[src/hw/bridge_cfg.svh]
`ifndef BRIDGE_CFG_SVH
`define BRIDGE_CFG_SVH

// Response path sizing

// Response buffer depth, also the largest data count per frame
`define BRIDGE_MAX_DATA 64

// TX FIFO depth, power of two so the pointers wrap on their own
`define BRIDGE_FIFO_DEPTH 8

// Protocol constants

// Start of frame, device to host direction
`define BRIDGE_SOF 8'h5A

// CRC-8 polynomial x^8 + x^2 + x + 1, initial value zero
`define BRIDGE_CRC_POLY 8'h07

`endif

[src/hw/bridge_pkg.sv]
package bridge_pkg;

    typedef logic [7:0]  byte_t;   // Any byte on a byte path
    typedef logic [31:0] addr_t;   // Echoed AXI address
    typedef logic [6:0]  count_t;  // Data byte count, 0 to 64
    typedef logic [5:0]  index_t;  // Response buffer index

    // Status byte for a clean transaction
    localparam byte_t STATUS_OK = 8'h00;

    // Sequencer states in protocol order
    typedef enum logic [3:0] {
        IDLE,    // Waiting for a request
        SOF,     // Start of frame
        STATUS,  // Status byte
        CMD,     // Command echo
        ADDR0,   // Address bits 7:0
        ADDR1,   // Address bits 15:8
        ADDR2,   // Address bits 23:16
        ADDR3,   // Address bits 31:24
        DATA,    // Read data bytes
        CRC,     // Trailing CRC
        GAP      // One cycle of completion
    } seq_state_t;

endpackage

[src/hw/crc8_accum.sv]
`include "bridge_cfg.svh"

module crc8_accum (
    input  logic              clk,
    input  logic              rst,
    input  logic              clear,  // Start a new frame
    input  logic              en,     // Fold data in this cycle
    input  bridge_pkg::byte_t data,
    output bridge_pkg::byte_t crc     // Value over all bytes enabled so far
);

    import bridge_pkg::*;

    localparam byte_t POLY = `BRIDGE_CRC_POLY;

    byte_t stage [0:8];  // Partial remainder after each bit
    byte_t crc_q;

    // Byte enters at the top, processed MSB first
    assign stage[0] = crc_q ^ data;

    // One shift and conditional XOR per bit
    for (genvar i = 0; i < 8; i++) begin : g_step
        assign stage[i+1] = stage[i][7] ? ((stage[i] << 1) ^ POLY)
                                        : (stage[i] << 1);
    end

    always_ff @(posedge clk) begin
        if (rst || clear) begin
            crc_q <= '0;        // Initial value is zero
        end else if (en) begin
            crc_q <= stage[8];  // Remainder after the eighth bit
        end
    end

    assign crc = crc_q;

endmodule

[src/hw/resp_data_buf.sv]
`include "bridge_cfg.svh"

module resp_data_buf (
    input  logic               clk,
    input  logic               rst,
    input  logic               wr_valid,
    input  bridge_pkg::byte_t  wr_byte,
    output logic               wr_ready,
    input  logic               lock,     // Sequencer busy, no loading
    input  logic               clear,    // Frame done, rewind pointer
    input  bridge_pkg::index_t rd_idx,
    output bridge_pkg::byte_t  rd_byte
);

    import bridge_pkg::*;

    byte_t  mem [0:`BRIDGE_MAX_DATA-1];
    count_t wr_ptr;  // Next free slot, equals bytes stored
    logic   full;
    logic   wr_fire;

    assign full     = (wr_ptr == count_t'(`BRIDGE_MAX_DATA));
    assign wr_ready = !lock && !full;
    assign wr_fire  = wr_valid && wr_ready;

    // Write pointer
    always_ff @(posedge clk) begin
        if (rst || clear) begin
            wr_ptr <= '0;
        end else if (wr_fire) begin
            wr_ptr <= wr_ptr + 1'b1;
        end
    end

    // Storage array
    always_ff @(posedge clk) begin
        if (wr_fire) begin
            mem[index_t'(wr_ptr)] <= wr_byte;  // Pointer below 64 when not full
        end
    end

    // Indexed read, combinational for the DATA state
    assign rd_byte = mem[rd_idx];

endmodule

[src/hw/tx_byte_fifo.sv]
`include "bridge_cfg.svh"

module tx_byte_fifo (
    input  logic              clk,
    input  logic              rst,
    input  logic              wr_en,
    input  bridge_pkg::byte_t wr_data,
    output logic              full,
    output logic              rd_valid,  // Head byte present
    output bridge_pkg::byte_t rd_data,
    input  logic              rd_ready
);

    import bridge_pkg::*;

    localparam int DEPTH = `BRIDGE_FIFO_DEPTH;
    localparam int AW    = $clog2(DEPTH);

    byte_t         mem [0:DEPTH-1];
    logic [AW-1:0] wr_ptr;
    logic [AW-1:0] rd_ptr;
    logic [AW:0]   count;   // One extra bit to hold DEPTH
    logic          do_wr;
    logic          do_rd;

    assign full     = (count == (AW + 1)'(DEPTH));
    assign rd_valid = (count != '0);
    assign rd_data  = mem[rd_ptr];  // Head of queue

    assign do_wr = wr_en && !full;        // Overflow guard
    assign do_rd = rd_valid && rd_ready;  // Stream handshake

    // Pointers and occupancy
    always_ff @(posedge clk) begin
        if (rst) begin
            wr_ptr <= '0;
            rd_ptr <= '0;
            count  <= '0;
        end else begin
            if (do_wr) begin
                wr_ptr <= wr_ptr + 1'b1;  // Wraps at DEPTH
            end
            if (do_rd) begin
                rd_ptr <= rd_ptr + 1'b1;
            end
            case ({do_wr, do_rd})
                2'b10:   count <= count + 1'b1;
                2'b01:   count <= count - 1'b1;
                default: count <= count;  // Both or neither
            endcase
        end
    end

    // Storage
    always_ff @(posedge clk) begin
        if (do_wr) begin
            mem[wr_ptr] <= wr_data;
        end
    end

endmodule

[src/hw/frame_sequencer.sv]
`include "bridge_cfg.svh"

module frame_sequencer (
    input  logic               clk,
    input  logic               rst,

    // Response request
    input  logic               req_valid,
    output logic               req_ready,
    input  bridge_pkg::byte_t  req_status,
    input  bridge_pkg::byte_t  req_cmd,
    input  bridge_pkg::addr_t  req_addr,
    input  bridge_pkg::count_t req_count,

    // TX FIFO write side
    output logic               fifo_wr_en,
    output bridge_pkg::byte_t  fifo_wr_data,
    input  logic               fifo_full,

    // Response buffer
    output bridge_pkg::index_t buf_rd_idx,
    input  bridge_pkg::byte_t  buf_rd_byte,
    output logic               buf_lock,
    output logic               buf_clear,

    // CRC accumulator
    output logic               crc_clear,
    output logic               crc_en,
    output bridge_pkg::byte_t  crc_byte,
    input  bridge_pkg::byte_t  crc_value,

    // Status
    output logic               busy,
    output logic               frame_done
);

    import bridge_pkg::*;

    localparam byte_t SOF_BYTE = `BRIDGE_SOF;

    seq_state_t state;
    seq_state_t state_next;

    // Request fields, captured on acceptance
    byte_t  status_r;
    byte_t  cmd_r;
    addr_t  addr_r;
    count_t count_r;

    count_t data_idx;   // Next data byte to send
    logic   req_fire;
    logic   read_ok;    // Read command that completed cleanly
    logic   last_data;
    logic   in_crc_span;

    assign req_ready = (state == IDLE);
    assign req_fire  = req_valid && req_ready;

    assign read_ok   = cmd_r[7] && (status_r == STATUS_OK);
    assign last_data = (count_t'(data_idx + 1'b1) == count_r);

    // Buffer index from the low bits, count never exceeds 64
    assign buf_rd_idx = index_t'(data_idx);

    // State register
    always_ff @(posedge clk) begin
        if (rst) begin
            state <= IDLE;
        end else begin
            state <= state_next;
        end
    end

    // Request capture
    always_ff @(posedge clk) begin
        if (req_fire) begin
            status_r <= req_status;
            cmd_r    <= req_cmd;
            addr_r   <= req_addr;
            count_r  <= req_count;
        end
    end

    // Data index steps with each data byte accepted by the FIFO
    always_ff @(posedge clk) begin
        if (rst || req_fire) begin
            data_idx <= '0;
        end else if ((state == DATA) && fifo_wr_en) begin
            data_idx <= data_idx + 1'b1;
        end
    end

    // Next state and byte selection
    always_comb begin
        state_next   = state;
        fifo_wr_en   = 1'b0;
        fifo_wr_data = '0;

        case (state)
            IDLE: begin
                if (req_fire) state_next = SOF;
            end
            SOF: begin
                fifo_wr_data = SOF_BYTE;
                if (!fifo_full) state_next = STATUS;
            end
            STATUS: begin
                fifo_wr_data = status_r;
                if (!fifo_full) state_next = CMD;
            end
            CMD: begin
                fifo_wr_data = cmd_r;
                if (!fifo_full) begin
                    state_next = read_ok ? ADDR0 : CRC;  // Writes and errors end here
                end
            end
            ADDR0: begin
                fifo_wr_data = addr_r[7:0];  // LSB first
                if (!fifo_full) state_next = ADDR1;
            end
            ADDR1: begin
                fifo_wr_data = addr_r[15:8];
                if (!fifo_full) state_next = ADDR2;
            end
            ADDR2: begin
                fifo_wr_data = addr_r[23:16];
                if (!fifo_full) state_next = ADDR3;
            end
            ADDR3: begin
                fifo_wr_data = addr_r[31:24];
                if (!fifo_full) begin
                    state_next = (count_r != '0) ? DATA : CRC;  // Empty read skips DATA
                end
            end
            DATA: begin
                fifo_wr_data = buf_rd_byte;
                if (!fifo_full && last_data) state_next = CRC;
            end
            CRC: begin
                fifo_wr_data = crc_value;  // Covers STATUS up to the last byte
                if (!fifo_full) state_next = GAP;
            end
            GAP: begin
                state_next = IDLE;  // Single completion cycle
            end
            default: begin
                state_next = IDLE;
            end
        endcase

        // Every byte state writes as soon as there is room
        if ((state != IDLE) && (state != GAP) && !fifo_full) begin
            fifo_wr_en = 1'b1;
        end
    end

    // CRC sees everything between SOF and the CRC byte itself
    assign in_crc_span = (state != IDLE) && (state != SOF) &&
                         (state != CRC)  && (state != GAP);
    assign crc_en    = fifo_wr_en && in_crc_span;
    assign crc_byte  = fifo_wr_data;
    assign crc_clear = (state == IDLE);

    assign busy       = (state != IDLE);
    assign buf_lock   = busy;            // No loading mid-frame
    assign frame_done = (state == GAP);
    assign buf_clear  = (state == GAP);  // Next frame loads from index 0

endmodule

[src/hw/resp_frame_tx.sv]
module resp_frame_tx (
    input  logic               clk,
    input  logic               rst,

    // Read data loading
    input  logic               data_valid,
    input  bridge_pkg::byte_t  data_byte,
    output logic               data_ready,

    // Response request
    input  logic               req_valid,
    output logic               req_ready,
    input  bridge_pkg::byte_t  req_status,
    input  bridge_pkg::byte_t  req_cmd,
    input  bridge_pkg::addr_t  req_addr,
    input  bridge_pkg::count_t req_count,

    // Byte stream to the UART transmitter
    output logic               tx_valid,
    output bridge_pkg::byte_t  tx_data,
    input  logic               tx_ready,

    output logic               busy,
    output logic               frame_done
);

    import bridge_pkg::*;

    // Sequencer to FIFO
    logic   fifo_wr_en;
    byte_t  fifo_wr_data;
    logic   fifo_full;

    // Sequencer to buffer
    index_t buf_rd_idx;
    byte_t  buf_rd_byte;
    logic   buf_lock;
    logic   buf_clear;

    // Sequencer to CRC
    logic   crc_clear;
    logic   crc_en;
    byte_t  crc_byte;
    byte_t  crc_value;

    frame_sequencer u_seq (
        .clk          (clk),
        .rst          (rst),
        .req_valid    (req_valid),
        .req_ready    (req_ready),
        .req_status   (req_status),
        .req_cmd      (req_cmd),
        .req_addr     (req_addr),
        .req_count    (req_count),
        .fifo_wr_en   (fifo_wr_en),
        .fifo_wr_data (fifo_wr_data),
        .fifo_full    (fifo_full),
        .buf_rd_idx   (buf_rd_idx),
        .buf_rd_byte  (buf_rd_byte),
        .buf_lock     (buf_lock),
        .buf_clear    (buf_clear),
        .crc_clear    (crc_clear),
        .crc_en       (crc_en),
        .crc_byte     (crc_byte),
        .crc_value    (crc_value),
        .busy         (busy),
        .frame_done   (frame_done)
    );

    crc8_accum u_crc (
        .clk   (clk),
        .rst   (rst),
        .clear (crc_clear),
        .en    (crc_en),
        .data  (crc_byte),
        .crc   (crc_value)
    );

    resp_data_buf u_buf (
        .clk      (clk),
        .rst      (rst),
        .wr_valid (data_valid),
        .wr_byte  (data_byte),
        .wr_ready (data_ready),  // High only while the sequencer is idle
        .lock     (buf_lock),
        .clear    (buf_clear),
        .rd_idx   (buf_rd_idx),
        .rd_byte  (buf_rd_byte)
    );

    tx_byte_fifo u_fifo (
        .clk      (clk),
        .rst      (rst),
        .wr_en    (fifo_wr_en),
        .wr_data  (fifo_wr_data),
        .full     (fifo_full),
        .rd_valid (tx_valid),
        .rd_data  (tx_data),
        .rd_ready (tx_ready)
    );

endmodule

[config.mk]
export PLATFORM = sky130hd
export DESIGN_NAME = resp_frame_tx
export DESIGN_NICKNAME = d
export VERILOG_FILES = /design/src/hw/bridge_pkg.sv /design/src/hw/crc8_accum.sv /design/src/hw/resp_data_buf.sv /design/src/hw/tx_byte_fifo.sv /design/src/hw/frame_sequencer.sv /design/src/hw/resp_frame_tx.sv
export VERILOG_INCLUDE_DIRS = /design/src /design/src/hw
export SDC_FILE = /design/constraint.sdc
export NUM_CORES = 1
export LEC_CHECK = 0
export BUFFER_PORTS_ARGS = -buffer_cell sky130_fd_sc_hd__clkbuf_2
export CORE_ASPECT_RATIO = 1.75
export CORE_MARGIN = 4
export CORE_UTILIZATION = 45
export DETAILED_ROUTE_END_ITERATION = 8
export SLEW_MARGIN = 10
export SYNTH_ARGS = -nofsm -noshare
export SYNTH_HDL_FRONTEND = slang
export SYNTH_SLANG_ARGS = --single-unit
[constraint.sdc]
create_clock -name clk -period 6.7 [get_ports clk]
set_input_delay 1.34 -clock clk [delete_from_list [all_inputs] [get_ports clk]]
set_output_delay 1.34 -clock clk [all_outputs]
set_load 0.03 [all_outputs]
# Word-level counts from Yosys, hierarchy flattened
# Memories as Yosys holds them, arrays and structs flattened. A register that Yosys moved wholly into a read port is not among the register bits.
# Index checks and enable logic that the tools add are counted.
[op_classes]
addsub = 6
mul = 0
n_div = 0
n_lt_le_gt_ge = 0
eq_ne = 28
shifts = 0
mux = 32
n_bitwise = 9
reduce_logical = 27
[ops]
columns = ["cell", "n"]
rows = [
  ["8-bit case mux with 9 select lines", 1],
  ["4-bit two-way mux", 11],
  ["4-bit case mux with 10 select lines", 1],
  ["3-bit two-way mux", 10],
  ["3-bit NOT", 8],
  ["2-bit inequality test, second input constant", 10],
  ["4-bit by 3-bit == test with 1-bit output, second input constant", 4],
  ["4-bit == test, second input constant", 4],
  ["7-bit by 1-bit adder with 7-bit output, second input constant", 2],
  ["1-bit logical AND", 14],
  ["6-bit two-way mux", 2],
  ["10-bit AND reduction", 1],
  ["4-bit by 2-bit == test with 1-bit output, second input constant", 2],
  ["8-bit logical NOT", 1],
  ["4-bit inequality test, second input constant", 2],
  ["4-bit case mux with 2 select lines", 1],
  ["4-bit nonzero test", 2],
  ["8-bit bitwise XOR", 1],
  ["7-bit == test", 1],
  ["7-bit == test, second input constant", 1],
  ["7-bit nonzero test", 1],
  ["3-bit by 1-bit adder with 3-bit output, second input constant", 2],
  ["1-bit two-way mux", 6],
  ["4-bit by 1-bit adder with 4-bit output, second input constant", 1],
  ["other kinds (9)", 13],
]
[word_totals]
regBits = 91
latch_bits = 0
mem_bits_rw = 576
mem_bits_ro = 0
out_inout_bits = 13
n_memories = 2
[memory_table]
columns = ["memory", "depth", "width", "read_ports", "rd_clocked_by_memory_dff", "write_ports", "line_no", "source"]
rows = [
  ["u_buf.mem", 64, 8, 1, 1, 1, "resp_data_buf.sv:17", "byte_t mem [0:`BRIDGE_MAX_DATA-1];"],
  ["u_fifo.mem", 8, 8, 1, 1, 1, "tx_byte_fifo.sv:19", "byte_t mem [0:DEPTH-1];"],
]

# Depth between registers and ports, before layout
# Gate-level depths: netlist of the first run.
[depth]
ltp_word = 19
depth_mapped = 16

# Cells and area by module
# Synthesis of the first run repeated with hierarchy kept, for this count alone.
[unflattened]
hier_cells = 1423
hier_area_um2 = 27181.1
[modules_own_cells]
columns = ["module", "n_inst", "cells_each", "area_each_um2"]
rows = [
  ["resp_data_buf", 1, 928, 20188.1],
  ["frame_sequencer", 1, 271, 3239.4],
  ["tx_byte_fifo", 1, 168, 3136.8],
  ["crc8_accum", 1, 56, 616.8],
]

# Least setup slack after synthesis of the first run
# OpenSTA, ideal clock, no wires.
[synth_timing]
path_kind = "reg-to-reg"
from = "reg u_seq.state[2]"
to = "mem u_buf.mem[43][0] (netlist bit), enable pin"
t_arrival_ns = 4.614
required_ns = 6.330
slack_ns = 1.715
path_stages_with_launch = 12
synth_period_minus_slack_ns = 4.985
cell_sequence = "dfxtp_1 > clkbuf_1 > clkbuf_1 > clkbuf_1 > buf_4 > nor4_1 > inv_1 > nor2_1 > nand2_1 > nor2_1 > nand3_1 > nor2_1"
[synth_between]
elab_chain_cells = 6
[synth_lines]
columns = ["element", "line_no", "source"]
rows = [
  ["start: declaration", "frame_sequencer.sv:41", "seq_state_t state;"],
  ["start signal: assignment", "frame_sequencer.sv:70", "state <= state_next;"],
  ["4-bit nonzero test", "frame_sequencer.sv:164", "assign busy = (state != IDLE);"],
  ["net busy", "resp_frame_tx.sv:23", "output logic busy,"],
  ["1-bit logical NOT", "resp_data_buf.sv:23", "assign wr_ready = !lock && !full;"],
  ["1-bit logical AND", "resp_data_buf.sv:23", ""],
  ["net data_ready", "resp_frame_tx.sv:8", "output logic data_ready,"],
  ["1-bit logical AND", "resp_data_buf.sv:24", "assign wr_fire = wr_valid && wr_ready;"],
  ["1-bit two-way mux", "resp_data_buf.sv:37", "if (wr_fire) begin"],
  ["1-bit two-way mux (implied by the code)", "resp_data_buf.sv:38", "mem[index_t'(wr_ptr)] <= wr_byte;"],
  ["end: declaration", "resp_data_buf.sv:17", ""],
]
# The timed path passes the listed nets, and every way through them passes these cells.

# Final worst setup path of the first run
[layout_timing]
from = "reg u_seq.state[3]"
to = "out frame_done"
[layout_between]
elab_chain_cells = 1
[layout_lines]
columns = ["element", "line_no", "source"]
rows = [
  ["4-bit == test", "frame_sequencer.sv:166", "assign frame_done = (state == GAP);"],
  ["end: declaration", "resp_frame_tx.sv:24", "output logic frame_done"],
]
# Every way passes these cells.

==> summary.md, run 1 <==
| Metric | Value |
|---|---|
| # clock sinks | 676 |
| Synth Area in Compound Gates | 3.836% |
| Layout Cell Area excl Fill | 30,600 µm² |
| Antenna fix cells | 0 |
| Slew HR | 23.41% |
| Setup Total Neg Slack | 0 ns |
| Vias per cell | 5.867 |
| Post-Route WL | 67.67 mm |
| DP HPWL | 45.22 mm |
| Post-CTS sizing | 0 |
| Setup WS pre-CTS | 2.488 ns |
| Final nets | 1,640 |
| First-pass DRT Iterations | 5 |
| Clock-pin slew of the registers on the worst-case setup and hold paths | 0.07 ns |
| Vias in the first global route | 14,548 |
| Ports | 81 |
| Number of antenna violations at the first check in global routing | 0 |
| Max Cap Viol | 0 |
| Commonest non-fill, non-tap cell in the layout | edfxtp_1 |
| Routed vias | 14,058 |
| Share of layout cells above drive strength 1 | 23.23% |
| Syn Std Cell Area | 27,330 µm² |
| Main combinational cell family by area after synthesis | multiplexers |
| Clk buf depth | 3 |
| Fin util | 50.87% |
| Cells after Synth | 1,472 |
| Area after DPL | 28,540 µm² |
| Die Y-Extent | 334.0 µm |
| Worst Tran Pin Value | 1.145 ns |
| Highest metal used | met4 |
| Overall Global Routing Usage | 20.71% |
| Sequential area share after synthesis | 72.62% |
| Post-synth EDFFs | 631 |
| Final period utilization | 63.22% |
| Post-synth ARST share | 0% |
| Critical path launch point type | flop |
| Main synth FF type | edfxtp_1 |
| Mux cell area share after synthesis | 14.30% |
| Worst VDD drop | 0.2457 mV |
| Most frequent cells in the layout | edfxtp_1, mux4_2, nor2_1, clkbuf_2, clkbuf_16 |
| Syn nets | 1,549 |
| Non-Filler Instances | 2,396 |
| CP endpoint kind | primary output |
| Core Area | 60,150 µm² |
| Starting DRT DRC Count | 1,213 |
| # fillers | 4,857 |
| Number of register bits inferred by synthesis | 676 |
| Placed insts | 2,288 |
| Initial Utilization | 45.44% |
| IO Port Bufs | 80 |
| Global placement routability congestion | 0.8639 |
| Clock buffer count from CTS | 59 |
| Clock Tree Root | clkbuf_16 |
| RSZ-0062 raised after global routing | no |
| FMAX | 236.1 MHz |
| Hold Crit Class | reg -> reg |
| Mean routed wirelength per cell | 28.24 µm |
| Post-Synth Simple-Gate Area | 5.338% |
| Final setup margin | 2.465 ns |
| Chip width | 194.3 µm |
| CTS tree | built |
| Cts hold-fix bufs | 0 |
| Post-DRT Antenna Nets | 0 |
| Final Hold Fails | 0 |
| First-pass GRT wire length | 100.1 mm |
| XOR/XNOR Fraction of Synth Area | 1.515% |
| Metal2 WL | 37.32 mm |
| CP Max Fanout | 25 |
| Clock Skews | 0.02185 ns |
| Final Max Tran Viols | 0 |
| DRC | 0 |
| H-Tree Depth | 2 |
| Postcts setup bufs | 0 |
| Worst Path Required | 5.36 ns |
| Post-synthesis cell type count | 76 |
| Grt ovf | 0 |
| Detail Route met3 WL | 2.967 mm |
| PD cells | 326.2 nW/µm² |
| Synthesis Warnings | 0 |
| # setup viols final | 0 |
| P&R area growth vs syn | 11.95% |
| Status | completed |
| Synth Area in Adders | 0.4395% |
| Clock Latency Late Sink | 0.63 ns |
| WS Path Type | reg -> out |
| Leak | 0.009660 µW |
| Crit path time final | 4.235 ns |
| Crit path DAT | 2.90 ns |
| Largest net degree at the start of global routing | 65 |
| Syn_area_per_cell | 18.57 µm² |
| DRT met1 WL | 24.21 mm |
| Core Rows | 119 |
| Die area | 64,900 µm² |
-- layout make-up --
type | count | area (µm²) | area share, %
inverter | 23 | 86.33 | 0.2821
clock buffer | 80 | 1625 | 5.312
sequential | 676 | 19860 | 64.90
clock inverter | 28 | 434.2 | 1.419
multi-input combinational | 696 | 6982 | 22.82
timing repair buffer | 107 | 628.1 | 2.053
tap | 786 | 983.4 | 3.214
-- layer usage --
| layer | GRT usage (%) | up-vias |
|---|---|---|
| met1 | 23.69 | 7358 |
| met2 | 39.01 | 447 |
| li1 | - | 6111 |
| met5 | 0 | - |
| met4 | 8.623 | 0 |
| met3 | 2.580 | 142 |
-- cells in the mapped netlist, drive strengths merged, types with 20 or more instances --
library cell	count	area [µm²]
edfxtp	631	18950
mux4	148	3390
nor2	117	439.2
nand2	57	214.0
buf	49	334.1
dfxtp	45	900.9
mux2i	30	300.3
a21oi	29	148.9
o21ai	28	140.1
clkbuf	27	101.4
nand3	25	125.1
a22oi	21	157.7
inv	20	75.07
xnor2	20	175.2
-- cell families (layout without fill, tap and decap cells) --
| group | count (synthesis) | count (layout) |
|---|---|---|
| adders and majority gates | 9 | 9 |
| xor gates and xnor gates | 41 | 41 |
| muxes | 197 | 197 |
| AOI/OAI and AO/OA | 148 | 148 |
| buffers and inverters | 100 | 238 |
| and+or+nand+nor | 301 | 301 |
| DFF | 676 | 676 |
-- worst paths after layout --
path / slack [ns] / from / endpoint / cells after the start
max: 2.46 / u_seq.state[3] / frame_done / 3
min: 0.49 / u_fifo.wr_ptr[0] / u_fifo.wr_ptr[0] / 2
max reg2reg: 2.48 / flop / u_crc.crc[2] / 10
min reg2reg: 0.49 / u_fifo.wr_ptr[0] / u_fifo.wr_ptr[0] / 2
-- registers in the layout, summed over array words and instances (netlist names), named ones only --
register	count
u_buf.mem	512
u_fifo.wr_ptr	3
u_seq.status_r	8
u_buf.wr_ptr	7
u_seq.data_idx	7
u_fifo.rd_ptr	3
u_crc.crc	8
u_seq.cmd_r	8
u_fifo.count	4
u_seq.addr_r	32
u_seq.count_r	7
u_fifo.mem	64
u_seq.state	4
-- report_power, final --
group,leakage [µW],switching [µW],internal (µW),total [µW]
Combinational,0.00257,859,517,1380
Sequential,0.00608,108,4860,4960
Clock,0.00101,1520,2120,3640
-- worst max-delay path: stages, from the launching register on --
cell      delay, ns
dfxtp_1        0.86
clkinv_1       0.57
nor4_1         0.51
clkbuf_2       0.32
-- through the flow --
| step | hold slack [ns] | power (µW) |
|---|---|---|
| floorplan | 0.4541 | 5965 |
| global placement | 0.4771 | 6422 |
| detailed placement | 0.4829 | 6457 |
| CTS | 0.4924 | 10070 |
| global route | 0.5269 | 10350 |
| finish | 0.4906 | 9981 |
Note: power is estimated with default switching activity, not from simulation.
==> inputs of run 2 (changes only) <==
==> constraint.sdc (replaced) <==
create_clock -name clk -period 3.9 [get_ports clk]
set_input_delay 0.78 -clock clk [delete_from_list [all_inputs] [get_ports clk]]
set_output_delay 0.78 -clock clk [all_outputs]
set_load 0.03 [all_outputs]
==> run 2 against run 1 <==
  * Worst hold slack got worse by 0.17 ns
  * Clock-buffer cell count decreased by 5
  * Highest routed layer unchanged
  * Cell area up 3.4%
  * Sequential power rose by 72%
  * Sequential share of layout area down 2.2 points
  * Wire length up 3.8%
  * Critical path type is now reg -> reg
  * Clock power is 70% higher
  * First-iteration DRC count fell by 20%
  * Via count rose by 2.6%
==> summary.md, run 2 (same netlist as run 1, synthesis figures left out) <==
| Metric | Value |
|---|---|
| Status | completed |
| Crit path DAT | 4.14 ns |
| Worst R2R Path Depth | 11 |
| Ports | 81 |
| First-pass DRT Iterations | 5 |
| CTS tree | built |
| Most frequent CP cell | buf_4 |
| Commonest non-fill, non-tap cell in the layout | edfxtp_1 |
| CP Max Fanout | 14 |
| Reg area | 19,860 µm² |
| Max FFs per register | 512 |
| Postcts setup bufs | 0 |
| Die Y-Extent | 334.0 µm |
| Largest Register | u_buf.mem |
| Slew HR | 26.44% |
| Clock Latency Late Sink | 0.63 ns |
| H-Tree Depth | 2 |
| Core Area | 60,150 µm² |
| Clock power frac | 36.0% |
| Area of the multi-input gates | 6968 µm² |
| Clock buffer count from CTS | 59 |
| Max Cap Viol | 0 |
| Post-CTS sizing | 0 |
| Vias per cell | 5.709 |
| Core Rows | 119 |
| Leak | 0.01035 µW |
| CP endpoint kind | flop |
| Cts hold-fix bufs | 0 |
| Final Hold Fails | 0 |
| Die area | 64,900 µm² |
| Setup Total Neg Slack | 0 ns |
| First-pass GRT wire length | 103.7 mm |
| Post-Route WL | 70.27 mm |
| Antenna fix cells | 0 |
| RSZ-0062 raised after global routing | no |
| Crit path time final | 3.641 ns |
| Crit-path cells | buf_4, nor4b_1, buf_4, nand2b_1, nor4_1, a21oi_1, nand3_1, buf_4, xor2_1, xnor3_1, a31o_1 |
| Sequential power share | 49.6% |
| Psw | 4356 µW |
| Clock-pin slew of the registers on the worst-case setup and hold paths | 0.07 ns |
| P&R area growth vs syn | 15.80% |
| Worst Tran Pin Value | 1.103 ns |
| FMAX | 274.7 MHz |
| Delay-heaviest family, CP | simple AND/OR/NAND/NOR gates |
| Chip width | 194.3 µm |
| Global placement routability congestion | 0.9054 |
| WP depth | 11 |
| # setup viols final | 0 |
| IO Port Bufs | 80 |
| Final period utilization | 93.35% |
| Most frequent cells in the layout | edfxtp_1, buf_4, mux4_2, nor2_1, clkbuf_2 |
| Initial Utilization | 45.44% |
| Largest net degree at the start of global routing | 65 |
| DP HPWL | 49.67 mm |
| Share of layout cells above drive strength 1 | 29.01% |
| Combinational share of power | 14.5% |
| Final Max Tran Viols | 0 |
| Post-DRT Antenna Nets | 0 |
| Clock Skews | 0.02364 ns |
| Clk buf depth | 3 |
| DRC | 0 |
| Mean routed wirelength per cell | 27.81 µm |
| WS Path Type | reg -> reg |
| CP bufs+invs | 3 |
| # clock sinks | 676 |
| Starting DRT DRC Count | 973 |
| Net Sw Frac | 25.36% |
| Grt ovf | 0 |
| CP max stage delay | 0.70 ns |
| Vias in the first global route | 15,411 |
| PD cells | 542.7 nW/µm² |
| # fillers | 4,822 |
| Top flop regs | u_buf.mem x512, u_fifo.mem x64, u_seq.addr_r x32 |
| Worst hold stages | 1 |
| Final nets | 1,767 |
| Overall Global Routing Usage | 21.65% |
| Hold Crit Class | in -> reg |
| Slowest CP cell | nor4_1 |
| Pint | 12,820 µW |
| Worst Path Required | 4.40 ns |
| Number of antenna violations at the first check in global routing | 0 |
| Worst VDD drop | 0.4489 mV |
| Routed vias | 14,427 |
| Critical path launch point type | flop |
| Power, Total | 17,180 µW |
| Clock Tree Root | clkbuf_16 |
[run 2: worst reg2reg max path, stage by stage, from the launching register on]
cell and delay (ns):
dfxtp_1 0.47, buf_4 0.25, nor4b_1 0.26, buf_4 0.23
nand2b_1 0.14, nor4_1 0.70, a21oi_1 0.22, nand3_1 0.23
buf_4 0.19, xor2_1 0.32, xnor3_1 0.29, a31o_1 0.21
[run 2: cell type report]
| cell class | count | share of cell area (%) |
|---|---|---|
| inverters | 23 | 0.2728 |
| repair buffers | 234 | 5.313 |
| clock inverters | 37 | 1.399 |
| clock buffers | 75 | 5.143 |
| well taps | 786 | 3.107 |
| flip-flops and latches | 676 | 62.75 |
| multi-input cells | 696 | 22.01 |
[run 2: through the flow]
| stage | util [%] | std cells | area [µm²] | hold WS [ns] | worst slack (ns) |
|---|---|---|---|---|---|
| 3_5_place_dp | 49.18 | 2415 | 29580 | 0.4897 | 0.2930 |
| 4_1_cts | 52.62 | 2527 | 31650 | 0.2997 | 0.2708 |
| 2_1_floorplan | - | 1472 | 27350 | 0.4541 | 0.05373 |
| 6_report | 52.62 | 2527 | 31650 | 0.3239 | 0.2595 |
| 3_3_place_gp | 49.18 | 2415 | 29580 | 0.4672 | 0.2868 |
| 5_1_grt | 52.62 | 2527 | 31650 | 0.3051 | 0.05358 |
[run 2: routing by layer]
| layer | routed length [µm] | global-route usage [%] |
|---|---|---|
| met5 | 0 | 0 |
| met4 | 4515 | 11.71 |
| met3 | 2812 | 2.802 |
| met2 | 38700 | 40.78 |
| met1 | 24240 | 23.45 |
[run 2: final timing paths]
check	start	endpoint	slack [ns]
worst min-delay path	req_count[1]	u_seq.count_r[1]	0.32
worst max-delay path	u_seq.state[2]	u_crc.crc[3]	0.26
worst min register to register	u_buf.wr_ptr[6]	u_buf.wr_ptr[6]	0.51
worst max register to register	u_seq.state[2]	u_crc.crc[3]	0.26
[run 2: power groups by stage]
| stage | Combinational [µW] | Sequential, µW | Clock [µW] |
|---|---|---|---|
| after floorplan | 1670 | 8590 | 0 |
| after global placement | 2470 | 8650 | 0 |
| after detailed placement | 2510 | 8670 | 0 |
| after CTS | 2520 | 8510 | 6310 |
| after global routing | 2670 | 8540 | 6630 |
| final | 2480 | 8510 | 6180 |
==> inputs of run 3 (changes only) <==
--- a/config.mk
+++ b/config.mk
@@ -11,6 +11,7 @@
 export CORE_MARGIN = 4
 export CORE_UTILIZATION = 45
 export DETAILED_ROUTE_END_ITERATION = 8
+export GPL_TIMING_DRIVEN = 0
 export SLEW_MARGIN = 10
 export SYNTH_ARGS = -nofsm -noshare
 export SYNTH_HDL_FRONTEND = slang
==> run 3 against run 2 <==
  * The run now ends with setup timing left
  * Highest routed layer unchanged
  * Clock skew decreased by 0.0053 ns
  * Critical endpoint is now u_crc.crc[2]
  * Worst setup slack got worse by 0.33 ns
  * Cell count decreased by 2.8%
  * Maximum frequency decreased by 8.2%
  * Worst hold slack improved by 0.015 ns
  * Critical path depth increased by 1
  * Power increased by 0.45%
  * Cell area about the same
  * Clock-buffer cell count unchanged
  * Core utilization about the same
==> summary.md, run 3 (same netlist as run 1, synthesis figures left out) <==
| Metric | Value |
|---|---|
| Crit-path cells | buf_6, buf_8, buf_6, buf_6, mux4_2, a22oi_1, nand3_1, a311oi_4, xnor2_1, xnor3_1, or4_1, nand2_1 |
| # fillers | 4,758 |
| Number of antenna violations at the first check in global routing | 0 |
| Share of layout cells above drive strength 1 | 29.04% |
| Ports | 81 |
| CP bufs+invs | 4 |
| Post-DRT Antenna Nets | 0 |
| DP HPWL | 52.80 mm |
| Status | finished, violations left |
| First-pass DRT Iterations | 7 |
| Global placement routability congestion | 0.9356 |
| Leak | 0.01001 µW |
| Post-Route WL | 76.49 mm |
| Layout Cell Area excl Fill | 31,640 µm² |
| RSZ-0062 raised after global routing | yes |
| Cts hold-fix bufs | 0 |
| Worst hold stages | 1 |
| WS Path Type | reg -> reg |
| Mean routed wirelength per cell | 31.13 µm |
| CTS tree | built |
| DRT met1 WL | 25.32 mm |
| Top flop regs | u_buf.mem x512, u_fifo.mem x64, u_seq.addr_r x32 |
| Commonest non-fill, non-tap cell in the layout | edfxtp_1 |
| Initial Utilization | 45.44% |
| Delay-heaviest family, CP | compound AO/OA/AOI/OAI gates |
| Hold Startpoint | req_addr[6] |
| Largest net degree at the start of global routing | 65 |
| Final Hold Fails | 0 |
| Most frequent CP cell | buf_6 |
| Setup Total Neg Slack | -0.06724 ns |
| IO Port Bufs | 80 |
| Crit path DAT | 4.52 ns |
| Worst Hold Path EP | u_seq.addr_r[6] |
| Slew HR | 14.95% |
| CP max stage delay | 0.53 ns |
| Core Area | 60,150 µm² |
| Final nets | 1,700 |
| Die area | 64,900 µm² |
| P&R area growth vs syn | 15.76% |
| Vias per cell | 5.949 |
| PD cells | 545.4 nW/µm² |
| H-Tree Depth | 2 |
| Grt ovf | 0 |
| Largest Register | u_buf.mem |
| Worst Path Required | 4.46 ns |
| Flop2flop setup slack | -0.07 ns |
| Final period utilization | 101.7% |
| DRC | 0 |
| Violated checks | setup timing |
| Max Cap Viol | 0 |
| Critical R2R Capture | u_crc.crc[2] |
| Routed vias | 14,616 |
| Worst Tran Pin Value | 1.276 ns |
| Clock Skews | 0.01836 ns |
| CP endpoint kind | flop |
| Clock buffer count from CTS | 58 |
| # setup viols final | 1 |
| Vias in the first global route | 15,364 |
| Slowest CP cell | mux4_2 |
| Worst VDD drop | 0.4491 mV |
| Most frequent cells in the layout | edfxtp_1, mux4_2, clkbuf_2, nor2_1, clkbuf_16 |
| Setup WS pre-CTS | -1.648 ns |
| Core Rows | 119 |
| Highest metal used | met4 |
| Max FFs per register | 512 |
| Clk buf depth | 3 |
| Die Y-Extent | 334.0 µm |
| Clock Latency Late Sink | 0.62 ns |
| Worst R2R Path Depth | 12 |
| Detail Route met3 WL | 3.748 mm |
| First-pass GRT wire length | 108.9 mm |
| Overall Global Routing Usage | 23.31% |
| Final setup margin | -0.06724 ns |
| CP Max Fanout | 10 |
| WP depth | 12 |
| WHS | 0.3385 ns |
| Starting DRT DRC Count | 1,275 |
| Crit path time final | 3.967 ns |
| Clock Tree Root | clkbuf_16 |
| Chip width | 194.3 µm |
| FMAX | 252.1 MHz |
| Hold Crit Class | in -> reg |
| Clock-pin slew of the registers on the worst-case setup and hold paths | 0.07 ns |
| Critical path launch point type | flop |
| Metal2 WL | 41.41 mm |
| Final Max Tran Viols | 0 |
| Area after DPL | 28,810 µm² |
| # clock sinks | 676 |
[run 3: cell types whose count changed in the layout (fill, tap and decap cells not counted), moves of 9 or more]
cell	change
buf_2	+10
nor2_4	+33
nor2_1	-48
buf_4	-126
mux2i_1	-11
nor2_2	+15
buf_8	+9
buf_6	+16
clkbuf_1	+21
[run 3: final cells by class]
type	count	area, µm²	share of cell area (%)
antenna	1	2.502	0.007909
buffer	75	616.8	1.950
clock buffer	75	1567	4.951
clock inverter	32	439.2	1.388
inverter	23	86.33	0.2729
multi-input combinational	696	7513	23.75
sequential	676	19850	62.74
tap	786	983.4	3.108
timing repair buffer	93	580.6	1.835
[run 3: repair_timing]
item	CTS	global route
resized for setup	149	44
setup endpoints to repair	630	294
setup buffers	7	3
pin swaps	3	2
[run 3: report_power, final]
part / switching, µW / internal (µW) / total (µW)
Clock: 2600 / 3560 / 6150
Sequential: 165 / 8340 / 8510
Combinational: 1610 / 983 / 2590
[run 3: routing by layer]
metal,global-route usage [%],vias up
li1,-,6246
met1,24.48,7570
met2,43.29,596
met3,3.084,204
met4,15.40,0
met5,0,-
[run 3: per-stage QoR]
step / total power (µW) / std cells / util (%)
after global placement: 11020 / 2338 / 47.77
after global routing: 17850 / 2456 / 52.59
final: 17250 / 2457 / 52.60
after CTS: 17340 / 2454 / 52.25
after detailed placement: 11120 / 2341 / 47.89
after floorplan: 10260 / 1472 / -
[run 3: how the worst max path moves through the flow]
stage	slack (ns)	from	to
detailed placement	-1.65	flop	u_crc.crc[2]
global placement	-1.62	flop	u_crc.crc[2]
global route	-0.19	flop	u_crc.crc[2]
finish	-0.07	flop	u_crc.crc[2]
CTS	-0.13	flop	u_crc.crc[2]
floorplan	0.05	u_seq.state[2]	u_fifo.count[3]
[run 3: worst register-to-register path: cells and delay by family (launching register included)]
family / cells / cell delay, ns
AND/OR/NAND/NOR: 3 / 0.79
multiplexers: 1 / 0.54
AO/OA/AOI/OAI: 2 / 0.86
flip-flops: 1 / 0.33
XOR/XNOR: 2 / 0.54
buffers and inverters: 4 / 0.86
